--- src/rtl/dz_pkg.sv ---
package dz_pkg;

    // matrix geometry
    localparam int LINE_W  = 8;
    localparam int DIGIT_W = 3;
    localparam int SCAN_W  = 3;

    // one row or column vector of the matrix
    typedef logic [LINE_W-1:0] line_t;

    // displayed number where 0 means blank
    typedef logic [DIGIT_W-1:0] digit_t;

    // row index 0..7
    typedef logic [SCAN_W-1:0] scan_t;

    // select shows red and locked shows green
    typedef enum logic {
        MODE_SELECT = 1'b0,
        MODE_LOCKED = 1'b1
    } mode_t;

    localparam digit_t MAX_DIGIT = 3'd4;   // highest glyph in the table

endpackage

--- src/rtl/row_tick.sv ---
`timescale 1ns/10ps

module row_tick #(
    parameter int TICK_DIV = 50000
) (
    input  logic clk,
    input  logic rst,
    output logic tick
);

    localparam int CW = (TICK_DIV > 1) ? $clog2(TICK_DIV) : 1;
    localparam logic [CW-1:0] CNT_LAST = CW'(TICK_DIV - 1);

    logic [CW-1:0] cnt;

    always_ff @(posedge clk or posedge rst)
    begin
        if (rst)
        begin
            cnt  <= '0;
            tick <= 1'b0;
        end
        else if (cnt == CNT_LAST)
        begin
            cnt  <= '0;
            tick <= 1'b1;   // one pulse per wrap
        end
        else
        begin
            cnt  <= cnt + 1'b1;
            tick <= 1'b0;
        end
    end

endmodule

--- src/rtl/key_debounce.sv ---
`timescale 1ns/10ps

module key_debounce #(
    parameter int DEBOUNCE_CYCLES = 500000
) (
    input  logic clk,
    input  logic rst,
    input  logic btn_inc,
    input  logic btn_dec,
    input  logic btn_cfm,
    output logic inc_stb,
    output logic dec_stb,
    output logic cfm_stb
);

    localparam int NKEY = 3;
    localparam int CW = $clog2(DEBOUNCE_CYCLES + 1);
    localparam logic [CW-1:0] CNT_LAST = CW'(DEBOUNCE_CYCLES - 1);

    logic [NKEY-1:0] raw;
    logic [NKEY-1:0] sync1;
    logic [NKEY-1:0] sync2;
    logic [NKEY-1:0] level;     // accepted level per button
    logic [NKEY-1:0] stb;
    logic [CW-1:0]   cnt [NKEY];

    assign raw = {btn_cfm, btn_dec, btn_inc};

    // two-flop synchronizer
    always_ff @(posedge clk or posedge rst)
    begin
        if (rst)
        begin
            sync1 <= '0;
            sync2 <= '0;
        end
        else
        begin
            sync1 <= raw;
            sync2 <= sync1;
        end
    end

    // count samples that disagree with the accepted level
    always_ff @(posedge clk or posedge rst)
    begin
        if (rst)
        begin
            level <= '0;
            stb   <= '0;
            for (int i = 0; i < NKEY; i++)
                cnt[i] <= '0;
        end
        else
        begin
            for (int i = 0; i < NKEY; i++)
            begin
                stb[i] <= 1'b0;
                if (sync2[i] == level[i])
                    cnt[i] <= '0;
                else if (cnt[i] == CNT_LAST)
                begin
                    cnt[i]   <= '0;
                    level[i] <= sync2[i];
                    stb[i]   <= ~level[i];  // strobe on press only
                end
                else
                    cnt[i] <= cnt[i] + 1'b1;
            end
        end
    end

    assign inc_stb = stb[0];
    assign dec_stb = stb[1];
    assign cfm_stb = stb[2];

endmodule

--- src/rtl/dz_ctrl.sv ---
`timescale 1ns/10ps

module dz_ctrl (
    input  logic            clk,
    input  logic            rst,
    input  logic            inc_stb,
    input  logic            dec_stb,
    input  logic            cfm_stb,
    output dz_pkg::digit_t  digit,
    output dz_pkg::mode_t   mode
);

    dz_pkg::digit_t digit_n;
    dz_pkg::mode_t  mode_n;
    dz_pkg::digit_t digit_up;
    dz_pkg::digit_t digit_dn;

    // wrap within 0..MAX_DIGIT
    assign digit_up = (digit == dz_pkg::MAX_DIGIT) ? '0 : digit + 1'b1;
    assign digit_dn = (digit == '0) ? dz_pkg::MAX_DIGIT : digit - 1'b1;

    always_comb
    begin
        digit_n = digit;
        mode_n  = mode;
        case (mode)
            dz_pkg::MODE_SELECT:
            begin
                if (cfm_stb)
                    mode_n = dz_pkg::MODE_LOCKED;
                else if (inc_stb)
                    digit_n = digit_up;
                else if (dec_stb)
                    digit_n = digit_dn;
            end
            dz_pkg::MODE_LOCKED:
            begin
                // digit frozen so only confirm matters
                if (cfm_stb)
                    mode_n = dz_pkg::MODE_SELECT;
            end
        endcase
    end

    always_ff @(posedge clk or posedge rst)
    begin
        if (rst)
        begin
            digit <= '0;
            mode  <= dz_pkg::MODE_SELECT;
        end
        else
        begin
            digit <= digit_n;
            mode  <= mode_n;
        end
    end

endmodule

--- src/rtl/dz_scan.sv ---
`timescale 1ns/10ps

module dz_scan (
    input  logic            clk,
    input  logic            rst,
    input  logic            tick,
    input  dz_pkg::digit_t  digit,
    input  dz_pkg::mode_t   mode,
    output dz_pkg::line_t   row,
    output dz_pkg::line_t   colr,
    output dz_pkg::line_t   colg
);

    dz_pkg::scan_t idx;
    logic          upd;     // index moved last cycle
    dz_pkg::line_t pat;

    // column pattern of one glyph row
    function automatic dz_pkg::line_t glyph(input dz_pkg::digit_t d, input dz_pkg::scan_t r);
        dz_pkg::line_t p;
        p = 8'b0000_0000;
        case (d)
            3'd1:
            begin
                case (r)
                    3'd1, 3'd4: p = 8'b0011_1100;
                    3'd2, 3'd3: p = 8'b0010_0000;
                    default:    p = 8'b0000_0000;
                endcase
            end
            3'd2:
            begin
                case (r)
                    3'd1, 3'd4: p = 8'b0011_1100;
                    3'd2, 3'd3: p = 8'b0000_0100;
                    default:    p = 8'b0000_0000;
                endcase
            end
            3'd3:
            begin
                case (r)
                    3'd1:             p = 8'b0011_1100;
                    3'd2, 3'd3, 3'd4: p = 8'b0010_0100;
                    default:          p = 8'b0000_0000;
                endcase
            end
            3'd4:
            begin
                case (r)
                    3'd1, 3'd4: p = 8'b0010_0100;
                    3'd2, 3'd3: p = 8'b0011_1100;
                    default:    p = 8'b0000_0000;
                endcase
            end
            default: p = 8'b0000_0000;     // 0 is blank
        endcase
        return p;
    endfunction

    assign pat = glyph(digit, idx);

    always_ff @(posedge clk or posedge rst)
    begin
        if (rst)
        begin
            idx <= '0;
            upd <= 1'b0;
        end
        else
        begin
            upd <= tick;
            if (tick)
                idx <= idx + 1'b1;  // wraps 7 -> 0
        end
    end

    // outputs load together and hold for the whole row
    always_ff @(posedge clk or posedge rst)
    begin
        if (rst)
        begin
            row  <= '1;     // nothing lit
            colr <= '0;
            colg <= '0;
        end
        else if (upd)
        begin
            row  <= ~(dz_pkg::line_t'(1) << idx);
            colr <= (mode == dz_pkg::MODE_SELECT) ? pat : '0;
            colg <= (mode == dz_pkg::MODE_LOCKED) ? pat : '0;
        end
    end

endmodule

--- src/rtl/dz_top.sv ---
`timescale 1ns/10ps

module dz_top #(
    parameter int TICK_DIV        = 50000,    // 1 kHz rows at 50 MHz
    parameter int DEBOUNCE_CYCLES = 500000
) (
    input  logic            clk,
    input  logic            rst,
    input  logic            btn_inc,
    input  logic            btn_dec,
    input  logic            btn_cfm,
    output dz_pkg::line_t   row,
    output dz_pkg::line_t   colr,
    output dz_pkg::line_t   colg
);

    logic           inc_stb;
    logic           dec_stb;
    logic           cfm_stb;
    logic           tick;
    dz_pkg::digit_t digit;
    dz_pkg::mode_t  mode;

    key_debounce #(
        .DEBOUNCE_CYCLES (DEBOUNCE_CYCLES)
    ) u_keys (
        .clk     (clk),
        .rst     (rst),
        .btn_inc (btn_inc),
        .btn_dec (btn_dec),
        .btn_cfm (btn_cfm),
        .inc_stb (inc_stb),
        .dec_stb (dec_stb),
        .cfm_stb (cfm_stb)
    );

    dz_ctrl u_ctrl (
        .clk     (clk),
        .rst     (rst),
        .inc_stb (inc_stb),
        .dec_stb (dec_stb),
        .cfm_stb (cfm_stb),
        .digit   (digit),
        .mode    (mode)
    );

    row_tick #(
        .TICK_DIV (TICK_DIV)
    ) u_tick (
        .clk  (clk),
        .rst  (rst),
        .tick (tick)
    );

    dz_scan u_scan (
        .clk   (clk),
        .rst   (rst),
        .tick  (tick),
        .digit (digit),
        .mode  (mode),
        .row   (row),
        .colr  (colr),
        .colg  (colg)
    );

endmodule

--- config.mk ---
export PLATFORM = sky130hd
export DESIGN_NAME = dz_top
export DESIGN_NICKNAME = d
export VERILOG_FILES = /design/src/rtl/dz_pkg.sv /design/src/rtl/row_tick.sv /design/src/rtl/key_debounce.sv /design/src/rtl/dz_ctrl.sv /design/src/rtl/dz_scan.sv /design/src/rtl/dz_top.sv
export SDC_FILE = /design/constraint.sdc
export NUM_CORES = 1
export LEC_CHECK = 0
export BUFFER_PORTS_ARGS = -buffer_cell sky130_fd_sc_hd__buf_2
export CORE_MARGIN = 2
export CORE_UTILIZATION = 45
export CTS_CLUSTER_DIAMETER = 30
export DETAILED_ROUTE_END_ITERATION = 12
export HOLD_SLACK_MARGIN = 0.12
export REMOVE_ABC_BUFFERS = 1
export SLEW_MARGIN = 10
export SYNTH_ARGS = -nofsm -noshare
export SYNTH_HDL_FRONTEND = slang
export SYNTH_HIERARCHICAL = 1
export SYNTH_SLANG_ARGS = --single-unit
--- constraint.sdc ---
create_clock -name clk -period 2.1 [get_ports clk]
set_clock_uncertainty 0.05 [all_clocks]
set_input_delay 0.42 -clock clk [delete_from_list [all_inputs] [get_ports clk]]
set_output_delay 0.42 -clock clk [all_outputs]
set_load 0.02 [all_outputs]
==> reports/results.md, run 1 <==
## Setup path
• u_keys/cnt[50]$_DFF_PP0_ — start of the worst register-to-register path
• u_keys/level[0]$_DFFE_PP0P_ — Worst setup endpoint
• -0.07 ns — reg-to-reg slack, setup
• 4 — count of cell instances traversed by the critical path
• 2.35 ns — arrival time at the worst endpoint
• flip-flop — startpoint type of the worst setup path
• 0 — count of buffering cells on the critical path with inverters included
• 4 — number of cells on the worst reg-to-reg path
• u_keys/level[0]$_DFFE_PP0P_ — worst reg2reg endpoint
• 0.54 ns — largest stage delay on the critical path
• or4_4 — Critical Path Slowest Stage Cell
• 2.28 ns — data required time at the worst endpoint
• 3 — critical-path maximum fanout
• or4_1, or4_4, or2_4, mux2_4 — cell chain of the critical path
• reg -> reg — classification of the worst setup path
• simple AND/OR/NAND/NOR gates — top cell family by delay on the critical path
• flip-flop — endpoint type of the worst setup path
• u_keys/cnt[50]$_DFF_PP0_ — Critical Path Source

## Timing
• 0.5675 — max-slew headroom at the worst pin
• true — unrepaired setup endpoints after global routing
• 0.3012 ns — hold slack
• 0.4616 GHz — top achievable clock speed
• 0.6480 ns — worst-margin pin slew
• 0 — final-report hold violation count
• 18 — endpoints failing setup
• -0.06622 ns — final worst setup slack
• 1.032 — share of the clock period used by the worst path after layout
• 0 — max-slew violation total from the final report
• 2.166 ns — crit path time final

## Yosys
• 0.4632 — Yosys top cell area share
• dfrtp_1 — cell taking the most area after synthesis
• 0 — number of flops mapped to enable cells by yosys
• dfrtp_1 — main flop type after synthesis
• dfrtp_1 46%, xnor2_1 7.0%, nor2_1 5.2% — top cells by area, synth
• 6 — count of yosys warnings during synthesis
• 108 — FF+latch count, synth
• 0.005403 mm² — Post-Synthesis Cell Area
• 59 — count of different cell masters after synthesis
• 0.5021 — Seq/Total Area, Yosys
• 10.17 µm² — Avg Inst Size Synth
• 531 — Post-Syn Instances
• 1.000 — Synth async-reset ratio

## Status
• setup timing — violated checks
• finished, violations left — run status

## Place
• 20 — port bufs
• 0.8585 — gp weighted congestion
• 6874 µm — half-perimeter wire length after placement
• -0.05076 ns — pre-CTS WS

## Clock network
• yes — CTS tree
• 108 — number of clock sinks
• 0.35 ns — Clock Latency Late Sink
• 9 — clock buffer count from CTS
• 2 — clock tree buffer depth
• clkbuf_16 — clock root buffer
• 0.07 ns — CTS clk-pin slew, worst paths
• 3 — number of H-tree levels

## Die
• 0.01290 mm² — die area
• 40 — row count
• 113.6 µm — horizontal die dimension
• 29 — I/O pin count
• 113.6 µm — die outline height
• 0.4555 — initial cell density of the core
• 0.01186 mm² — Std-Cell Core Area

## Final layout
• 0 — Inserted Diodes
• 596 — Final nets
• 14.45% — layout-stage area growth over the synthesis result
• dfrtp_1 — most common library cell in the layout ignoring fill and taps
• 0.1655 — fraction of layout cells with a size suffix above 1
• 100 x dfrtp_1, 72 x nor2_1, 43 x xnor2_1 — highest-count cells in the layout ignoring fill and taps
• 1,059 — number of filler instances in the final layout

## GRT
• 70 — largest net degree at the start of global routing
• 0 — GR Overflow Total
• 0 — antenna violations before repair
• 17,660 µm — first-pass GRT wire length
• 0.1688 — global routing usage summed across all routing layers
• 3,818 — vias in the first global route

## Job
• 0 — reported max-cap violation count

## Routing
• 5.343 — number of vias per cell
• 187 — DRC violation total after the first TritonRoute iteration
• 3,884 — Via Count
• 0 — remaining design rule violation count
• 4 — drt pass-1 iters
• 0 — antenna-violating nets left
• 9946 µm — sum of routed wire length over all layers
• 13.68 µm — wire length per cell after detailed routing

## Pwr
• 2.608 nW — Pleak
• 4.076 mW — Overall Power
• 659.2 mW/mm² — ratio of total power to cell area
• 413.3 µV — worst vdd rail ir drop

## Hold path
• reg -> reg — worst hold-check path type

[metal layers]
metal / global-route usage / routed length, µm
met5: 0 / 0
met4: 0.06829 / 146
met3: 0.03241 / 255
met2: 0.2715 / 4694
met1: 0.2268 / 4848
[report_power, final]
part,switching [mW],internal [mW]
logic,0.0860,0.0388
clock network,0.780,1.05
registers,0.0209,2.10
[layout make-up]
class	instances	area (µm²)	area share
clock buffer	9	225.2	0.03642
clock inverter	7	97.59	0.01578
inverter	22	82.58	0.01335
multi-input combinational	385	2530	0.4091
sequential	108	2713	0.4387
tap	147	183.9	0.02974
timing repair buffer	49	351.6	0.05686
[state kept, by name, summed over array words and instances (netlist names), 3 cells and up]
signal and cells:
u_ctrl/digit 3, u_scan/idx 3, u_keys/sync1 3, u_keys/level 3
u_tick/cnt 16, u_scan/colr 3, u_keys/stb 3, u_scan/row 8
u_keys/sync2 3, u_keys/cnt 57, u_scan/colg 3
[through the flow]
| stage | area, µm² | setup TNS, ns | util | cells |
|---|---|---|---|---|
| final | 6183 | -0.6041 | 0.5213 | 727 |
| after global placement | 5763 | -0.03255 | 0.4859 | 705 |
| after global routing | 6183 | -1.344 | 0.5213 | 727 |
| after detailed placement | 5763 | -0.05076 | 0.4859 | 705 |
| after floorplan | 5294 | -7.831 | - | 515 |
| after CTS | 6137 | -0.1079 | 0.5174 | 726 |
[cells in the mapped netlist, types with 3 or more instances]
master	n
dfrtp_1	100
nor2_1	75
xnor2_1	43
nand2_1	27
nand3_1	24
nand4_1	23
inv_1	22
a21oi_1	19
xor2_1	19
ha_1	16
nor4_1	16
nor3_1	15
buf_4	12
o21ai_0	12
clkbuf_1	8
dfstp_2	8
or3_1	7
or4_1	7
mux2i_1	5
nand2b_1	5
and3_1	4
nor2b_1	4
nor3b_1	4
o21a_1	4
a31oi_1	3
and2_1	3
buf_2	3
o31ai_1	3
or2_2	3
[cells by family (layout without fill, tap and decap cells)]
group                    count (synthesis)  in the layout  share of synthesized area
adder cells (fa/ha/maj)                 16             16                    0.03705
XOR/XNOR                                62             62                     0.1005
multiplexers                             8              8                    0.01621
AND/OR/NAND/NOR                        236            236                     0.2337
flip-flops                             108            108                     0.5021
buffers and inverters                   45             87                    0.04030
AO/OA/AOI/OAI                           55             55                    0.06948
other                                    1              8                  0.0006941
[how the worst min path moves through the flow]
| stage | to | slack, ns | depth (start not counted) | start |
|---|---|---|---|---|
| final | u_keys/sync2[2]$_DFF_PP0_ | 0.30 | 0 | u_keys/sync1[2]$_DFF_PP0_ |
| after global routing | u_keys/sync2[2]$_DFF_PP0_ | 0.30 | 0 | u_keys/sync1[2]$_DFF_PP0_ |
| after CTS | u_keys/sync2[2]$_DFF_PP0_ | 0.30 | 0 | u_keys/sync1[2]$_DFF_PP0_ |
| after detailed placement | u_keys/sync2[0]$_DFF_PP0_ | 0.29 | 0 | u_keys/sync1[0]$_DFF_PP0_ |
| after global placement | u_keys/sync2[2]$_DFF_PP0_ | 0.29 | 0 | u_keys/sync1[2]$_DFF_PP0_ |
| after floorplan | u_ctrl/digit[0]$_DFFE_PP0P_ | 0.14 | 1 | rst |
[timing repair]
action / CTS / global route
buffers inserted: 1 / 0
pin swaps: 2 / 3
endpoints found under the setup margin: 1 / 19
gates resized for setup: 1 / 11
gates cloned: 0 / 1
hold endpoints to repair: 7 / 0
hold buffers: 4 / 0
(Power assumes the default switching activity.)
==> run 2: changes to the inputs <==
Settings changed: ABC_AREA from default to 1.
==> reports/results.md, run 2 <==
## Status
• finished clean — run status

## Routing
• 7 — drt pass-1 iters, +3
• 4.897 — number of vias per cell, -8.3%
• 0 — remaining design rule violation count, unchanged
• 279 — DRC violation total after the first TritonRoute iteration, +49%
• 0 — antenna-violating nets left, unchanged
• 11.63 µm — wire length per cell after detailed routing, -15%
• 11,710 µm — sum of routed wire length over all layers, +18%
• 4,931 — Via Count, +27%

## Final layout
• 847 — Final nets, +42%
• 0.1131 — fraction of layout cells with a size suffix above 1, -0.05240
• 57 — flip-flop count of the largest register, all copies and words added, unchanged
• u_keys/cnt x57, u_tick/cnt x16, u_scan/row x8 — biggest regs
• u_keys/cnt — register name with the most flops
• 1,316 — number of filler instances in the final layout, +24%
• 1,007 — final standard cell count with taps included and fillers excluded, +39%
• nor2_1 — most common library cell in the layout ignoring fill and taps
• 0 — Inserted Diodes, unchanged
• 0.006681 mm² — Final Instance Area, +8.1%
• 175 x nor2_1, 172 x nand2_1, 100 x dfrtp_1 — highest-count cells in the layout ignoring fill and taps
• 9.831% — layout-stage area growth over the synthesis result

## GRT
• 59 — largest net degree at the start of global routing, -16%
• 20,680 µm — first-pass GRT wire length, +17%
• 4,747 — vias in the first global route, +24%
• 0 — GR Overflow Total, unchanged
• 0 — antenna violations before repair, unchanged
• 0.1753 — global routing usage summed across all routing layers, +0.006456

## Setup path
• flip-flop — endpoint type of the worst setup path
• 5 — critical-path maximum fanout, +2
• reg -> reg — classification of the worst setup path
• flip-flop — startpoint type of the worst setup path
• 1.74 ns — arrival time at the worst endpoint, -0.61 ns
• u_keys/cnt[0]$_DFF_PP0_ — start of the worst register-to-register path
• u_keys/cnt[0]$_DFF_PP0_ — Critical Path Source
• 2.30 ns — data required time at the worst endpoint, +0.02 ns

## Hold path
• u_keys/sync1[1]$_DFF_PP0_ — startpoint of the lowest-slack hold path
• reg -> reg — worst hold-check path type

## Timing
• 0.6438 ns — worst-margin pin slew, -0.004217 ns
• false — unrepaired setup endpoints after global routing
• 0 — final-report hold violation count, unchanged
• 0.5559 ns — final worst setup slack, +0.6221 ns
• 0 ns — sum of negative setup slack, +0.6041 ns
• 0.6476 GHz — top achievable clock speed, +40%
• 0 — max-slew violation total from the final report, unchanged
• 0.7353 — share of the clock period used by the worst path after layout, -0.2962
• 1.544 ns — crit path time final, -0.6221 ns
• 0.2988 ns — hold slack, -0.002397 ns
• 0.5703 — max-slew headroom at the worst pin, +0.002815
• 0 — endpoints failing setup, -18

## Yosys
• 0.4114 — Yosys top cell area share, -0.05182
• nor2_1 — most frequent cell after synthesis
• 41 — count of different cell masters after synthesis, -31%
• 0.4459 — Seq/Total Area, Yosys, -0.05618
• dfrtp_1 41%, nor2_1 11%, nand2_1 11% — top cells by area, synth
• dfrtp_1 — main flop type after synthesis
• 6 — count of yosys warnings during synthesis, unchanged
• 7.623 µm² — Avg Inst Size Synth, -25%
• 798 — Post-Syn Instances, +50%
• 175 x nor2_1, 172 x nand2_1, 100 x dfrtp_1 — most numerous cell types in the synthesized netlist
• 0.006083 mm² — Post-Synthesis Cell Area, +13%
• 108 — FF+latch count, synth, unchanged
• dfrtp_1 — cell taking the most area after synthesis
• 1.000 — Synth async-reset ratio, unchanged
• 0 — number of flops mapped to enable cells by yosys, unchanged

## Place
• 987 — Cell Count Post-Placement, +40%
• 0.5818 ns — pre-CTS WS, +0.6325 ns
• 0.006337 mm² — Post-DP Area, +10%
• 8718 µm — half-perimeter wire length after placement, +27%
• 20 — port bufs, unchanged
• 0.9206 — gp weighted congestion, +7.2%

## Clock network
• yes — CTS tree
• 2 — clock tree buffer depth, unchanged
• 4 — number of buffers inserted by hold repair at cts, unchanged
• 108 — number of clock sinks, unchanged
• 3 — number of H-tree levels, unchanged
• 0 — CTS-repair resized insts, -1
• 0.07 ns — CTS clk-pin slew, worst paths, about the same
• 0 — post-CTS repair timing setup buffer count, -1
• clkbuf_16 — clock root buffer
• 0.36 ns — Clock Latency Late Sink, about the same
• 9 — clock buffer count from CTS, unchanged

## Die
• 29 — I/O pin count, unchanged
• 0.01446 mm² — die area, +12%
• 0.4594 — initial cell density of the core, +0.003887
• 120.3 µm — horizontal die dimension, +5.9%
• 120.3 µm — die outline height, +5.9%
• 0.01324 mm² — Std-Cell Core Area, +12%
• 42 — row count, +5.0%

## Pwr
• 3.108 nW — Pleak, +19%
• 436.7 µV — worst vdd rail ir drop, +5.7%
• 592.2 mW/mm² — ratio of total power to cell area, -10%

## Job
• 0 — reported max-cap violation count, unchanged

[run 2: changes by cell type in the layout (fill, tap and decap cells not counted), moves of 8 or more]
cell,previous run,this run
nand4_1,23,14
buf_4,21,0
nor2_1,72,175
o21ai_1,1,15
inv_1,21,98
xor2_1,19,28
nand3_1,24,52
nand2_1,27,172
nand2_2,1,17
xnor2_1,43,3
o21ai_0,12,4
nor4_1,16,0
[run 2: per-stage QoR]
| step | utilization | total power [mW] |
|---|---|---|
| after floorplan | - | 2.240 |
| final | 0.5045 | 3.957 |
| after global placement | 0.4786 | 2.274 |
| after CTS | 0.5045 | 4.034 |
| after detailed placement | 0.4786 | 2.278 |
| after global routing | 0.5045 | 4.139 |
[run 2: critical path, cell delays in order, from the launching register on]
cell and delay, ns:
dfrtp_1 0.37, ha_1 0.20, nand2_1 0.10, nor2_1 0.17
nand2_2 0.13, nor2_1 0.19, nand3_1 0.09, nand3_1 0.08
nor2_1 0.04
[run 2: power by group]
group | internal [mW] | switching, mW
sequential | 2.10 | 0.0134
clock | 0.964 | 0.754
combinational | 0.0316 | 0.0943
[run 2: cells by family after synthesis]
kind of cell / Yosys count / synth area share
AO/OA/AOI/OAI: 44 / 0.03929
XOR/XNOR: 34 / 0.05266
adder cells (fa/ha/maj): 16 / 0.03291
buffers and inverters: 123 / 0.08618
flip-flops: 108 / 0.4459
other: 1 / 0.0006164
AND/OR/NAND/NOR: 472 / 0.3425
[run 2: layout make-up]
type / count / area (µm²) / area share
Multi-Input combinational cell: 574 / 2873 / 0.4300
Inverter: 108 / 411.6 / 0.06161
Clock buffer: 11 / 242.7 / 0.03633
Clock inverter: 5 / 61.31 / 0.009176
Sequential cell: 108 / 2713 / 0.4060
Tap cell: 176 / 220.2 / 0.03296
Timing Repair Buffer: 25 / 160.2 / 0.02397
[run 2: metal layers]
layer  wire length [µm]  global-route usage
met1               5353              0.2141
met2               5741              0.3036
met3                432             0.04292
met4                181             0.05887
met5                  0                   0
[run 2: worst paths after layout]
kind	end	slack, ns	cells past startpoint
max reg2reg	u_keys/cnt[18]$_DFF_PP0_	0.56	8
max	u_keys/cnt[18]$_DFF_PP0_	0.56	8
min	u_keys/sync2[1]$_DFF_PP0_	0.30	0
max in group asynchronous	u_keys/cnt[51]$_DFF_PP0_	0.88	4
min in group asynchronous	u_ctrl/digit[0]$_DFFE_PP0P_	0.47	3
min reg2reg	u_keys/sync2[1]$_DFF_PP0_	0.30	0
==> run 3: changes to the inputs <==
Settings changed: ABC_AREA 1 to 0.
Clock period 2.1 ns to 1.5 ns, I/O delays scaled along.
==> reports/results.md, run 3 (synthesized netlist as in run 1, its figures left out) <==
## Pwr
• 4.400 mW — cell internal pwr, +42%
• 0.427 — power share of the clock group, -0.007
• 5.662 mW — Overall Power, +43%
• 0.2229 — proportion of total power due to net switching, +0.005028
• 731.9 mW/mm² — ratio of total power to cell area, +24%
• 0.523 — relative contribution of sequential cells to total power, -0.011
• 3.411 nW — Pleak, +9.8%
• 530.1 µV — worst vdd rail ir drop, +21%
• 0.050 — combinational power share, +0.018
• 1.262 mW — net switching power figure, +46%

## Final layout
• 0.002979 mm² — multi-input combinational cell area, +3.7%
• 57 — flip-flop count of the largest register, all copies and words added, unchanged
• 0.4290 — fraction of layout cells with a size suffix above 1, +0.3159
• 0.002715 mm² — total area of sequential cells, about the same
• 865 — final standard cell count with taps included and fillers excluded, -14%
• 0.007736 mm² — Final Instance Area, +16%
• u_keys/cnt x57, u_tick/cnt x16, u_scan/row x8 — biggest regs
• buf_4 — most common library cell in the layout ignoring fill and taps
• 43.19% — layout-stage area growth over the synthesis result
• 734 — Final nets, -13%
• 0 — Inserted Diodes, unchanged
• 930 — number of filler instances in the final layout, -29%
• 139 x buf_4, 98 x dfrtp_1, 43 x nor2_1, 43 x xnor2_1, 27 x nand2_1 — highest-count cells in the layout ignoring fill and taps
• 0.6522 — final standard cell utilization of the core, +0.1477
• u_keys/cnt — register name with the most flops

## Routing
• 5.253 — number of vias per cell, +7.3%
• 4 — drt pass-1 iters, -3
• 166 — DRC violation total after the first TritonRoute iteration, -41%
• 4,544 — Via Count, -7.8%
• 0 — antenna-violating nets left, unchanged
• 12,860 µm — sum of routed wire length over all layers, +9.8%
• 14.86 µm — wire length per cell after detailed routing, +28%
• 0 — remaining design rule violation count, unchanged

## Die
• 113.6 µm — horizontal die dimension, -5.6%
• 29 — I/O pin count, unchanged
• 0.01290 mm² — die area, -11%
• 40 — row count, -4.8%
• 0.4555 — initial cell density of the core, -0.003887
• 113.6 µm — die outline height, -5.6%
• 0.01186 mm² — Std-Cell Core Area, -10%

## Place
• 0.006679 mm² — Post-DP Area, +5.4%
• -0.6507 ns — pre-CTS WS, -1.232 ns
• 0.8729 — gp weighted congestion, -5.2%
• 827 — Cell Count Post-Placement, -16%
• 8434 µm — half-perimeter wire length after placement, -3.3%
• 20 — port bufs, unchanged

## Status
• setup timing — violated checks
• finished, violations left — run status

## Setup path
• flip-flop — startpoint type of the worst setup path
• flip-flop — endpoint type of the worst setup path
• 0.53 ns — largest stage delay on the critical path, +0.16 ns
• 2.32 ns — arrival time at the worst endpoint, +0.58 ns
• or4b_1, or4_4, or2_4, mux2_4 — cell chain of the critical path
• reg -> reg — classification of the worst setup path
• 3 — critical-path maximum fanout, -2
• 1.69 ns — data required time at the worst endpoint, -0.61 ns
• or4_4 — Critical Path Slowest Stage Cell

## Timing
• 0 — final-report hold violation count, unchanged
• 74 — endpoints failing setup, +74
• 2.127 ns — crit path time final, +0.5826 ns
• -24.44 ns — sum of negative setup slack, -24.44 ns
• 0.2990 ns — hold slack, +0.0001350 ns
• -0.6267 ns — final worst setup slack, -1.183 ns
• 1.418 — share of the clock period used by the worst path after layout, +0.6825
• 0.4702 GHz — top achievable clock speed, -27%
• true — unrepaired setup endpoints after global routing
• 0 — max-slew violation total from the final report, unchanged

## Job
• 0 — reported max-cap violation count, unchanged

## Clock network
• 9 — clock buffer count from CTS, unchanged
• clkbuf_16 — clock root buffer
• yes — CTS tree
• 2 — clock tree buffer depth, unchanged
• 3 — number of H-tree levels, unchanged
• 0.07 ns — CTS clk-pin slew, worst paths, about the same
• 108 — number of clock sinks, unchanged
• 0.36 ns — Clock Latency Late Sink, about the same

## GRT
• 41 — largest net degree at the start of global routing, -31%
• 0 — GR Overflow Total, unchanged
• 0 — antenna violations before repair, unchanged
• 21,980 µm — first-pass GRT wire length, +6.3%
• 4,820 — vias in the first global route, +1.5%
• 0.2122 — global routing usage summed across all routing layers, +0.03696

## Hold path
• reg -> reg — worst hold-check path type

==> run 3: cell types whose count changed in the layout (fill, tap and decap cells not counted), sizes merged, moves of 10 or more <==
| cell | delta |
|---|---|
| nand2 | -164 |
| buf | +162 |
| inv | -86 |
| nand3 | -30 |
| nor4 | +17 |
| xnor2 | +40 |
| nand4 | +10 |
| xor2 | -12 |
| nor2 | -109 |
==> run 3: routing by layer <==
metal,wire length [µm],vias up,GRT usage
met4,272,0,0.09593
met2,6692,63,0.3737
met1,5622,2263,0.2577
met3,270,21,0.03241
met5,0,-,0
li1,-,2197,-
==> run 3: repair_timing <==
action                     CTS  global route
pin swaps                   68            29
hold buffers                 4             0
setup buffers               11             5
gates cloned                 3             0
resized for setup           75            61
hold endpoints to repair    47             0
setup endpoints to repair   78            83
==> run 3: power by group through the flow <==
stage          clock, mW  combinational, mW  sequential (mW)
2_1_floorplan          0              0.110             3.02
3_3_place_gp           0              0.217             3.01
3_5_place_dp           0              0.221             3.01
4_1_cts             2.49              0.270             2.96
5_1_grt             2.59              0.313             2.96
6_report            2.42              0.282             2.96
==> run 3: area by class of cell <==
type | instances | share of cell area
timing repair buffer | 187 | 0.1902
clock buffer | 11 | 0.03138
inverter | 22 | 0.01067
sequential | 108 | 0.3510
multi-input combinational | 385 | 0.3851
tap | 147 | 0.02377
clock inverter | 5 | 0.007925
==> run 3: path summary, 6_finish.rpt <==
| kind | start | end | slack, ns | cells after the start |
|---|---|---|---|---|
| min reg2reg | u_keys/sync1[2]$_DFF_PP0_ | u_keys/sync2[2]$_DFF_PP0_ | 0.30 | 0 |
| max | u_keys/cnt[49]$_DFF_PP0_ | u_keys/level[0]$_DFFE_PP0P_ | -0.63 | 4 |
| max reg2reg | u_keys/cnt[49]$_DFF_PP0_ | u_keys/level[0]$_DFFE_PP0P_ | -0.63 | 4 |
| min in group asynchronous | rst | u_ctrl/mode$_DFF_PP0_ | 0.38 | 3 |
| max in group asynchronous | rst | u_keys/cnt[48]$_DFF_PP0_ | 0.39 | 4 |
| min | u_keys/sync1[2]$_DFF_PP0_ | u_keys/sync2[2]$_DFF_PP0_ | 0.30 | 0 |
==> run 3: critical path: cells and delay by family, from the launching register on <==
| family | cells | cell delay (ns) |
|---|---|---|
| AND/OR/NAND/NOR | 3 | 1.30 |
| flip-flops | 1 | 0.38 |
| multiplexers | 1 | 0.29 |
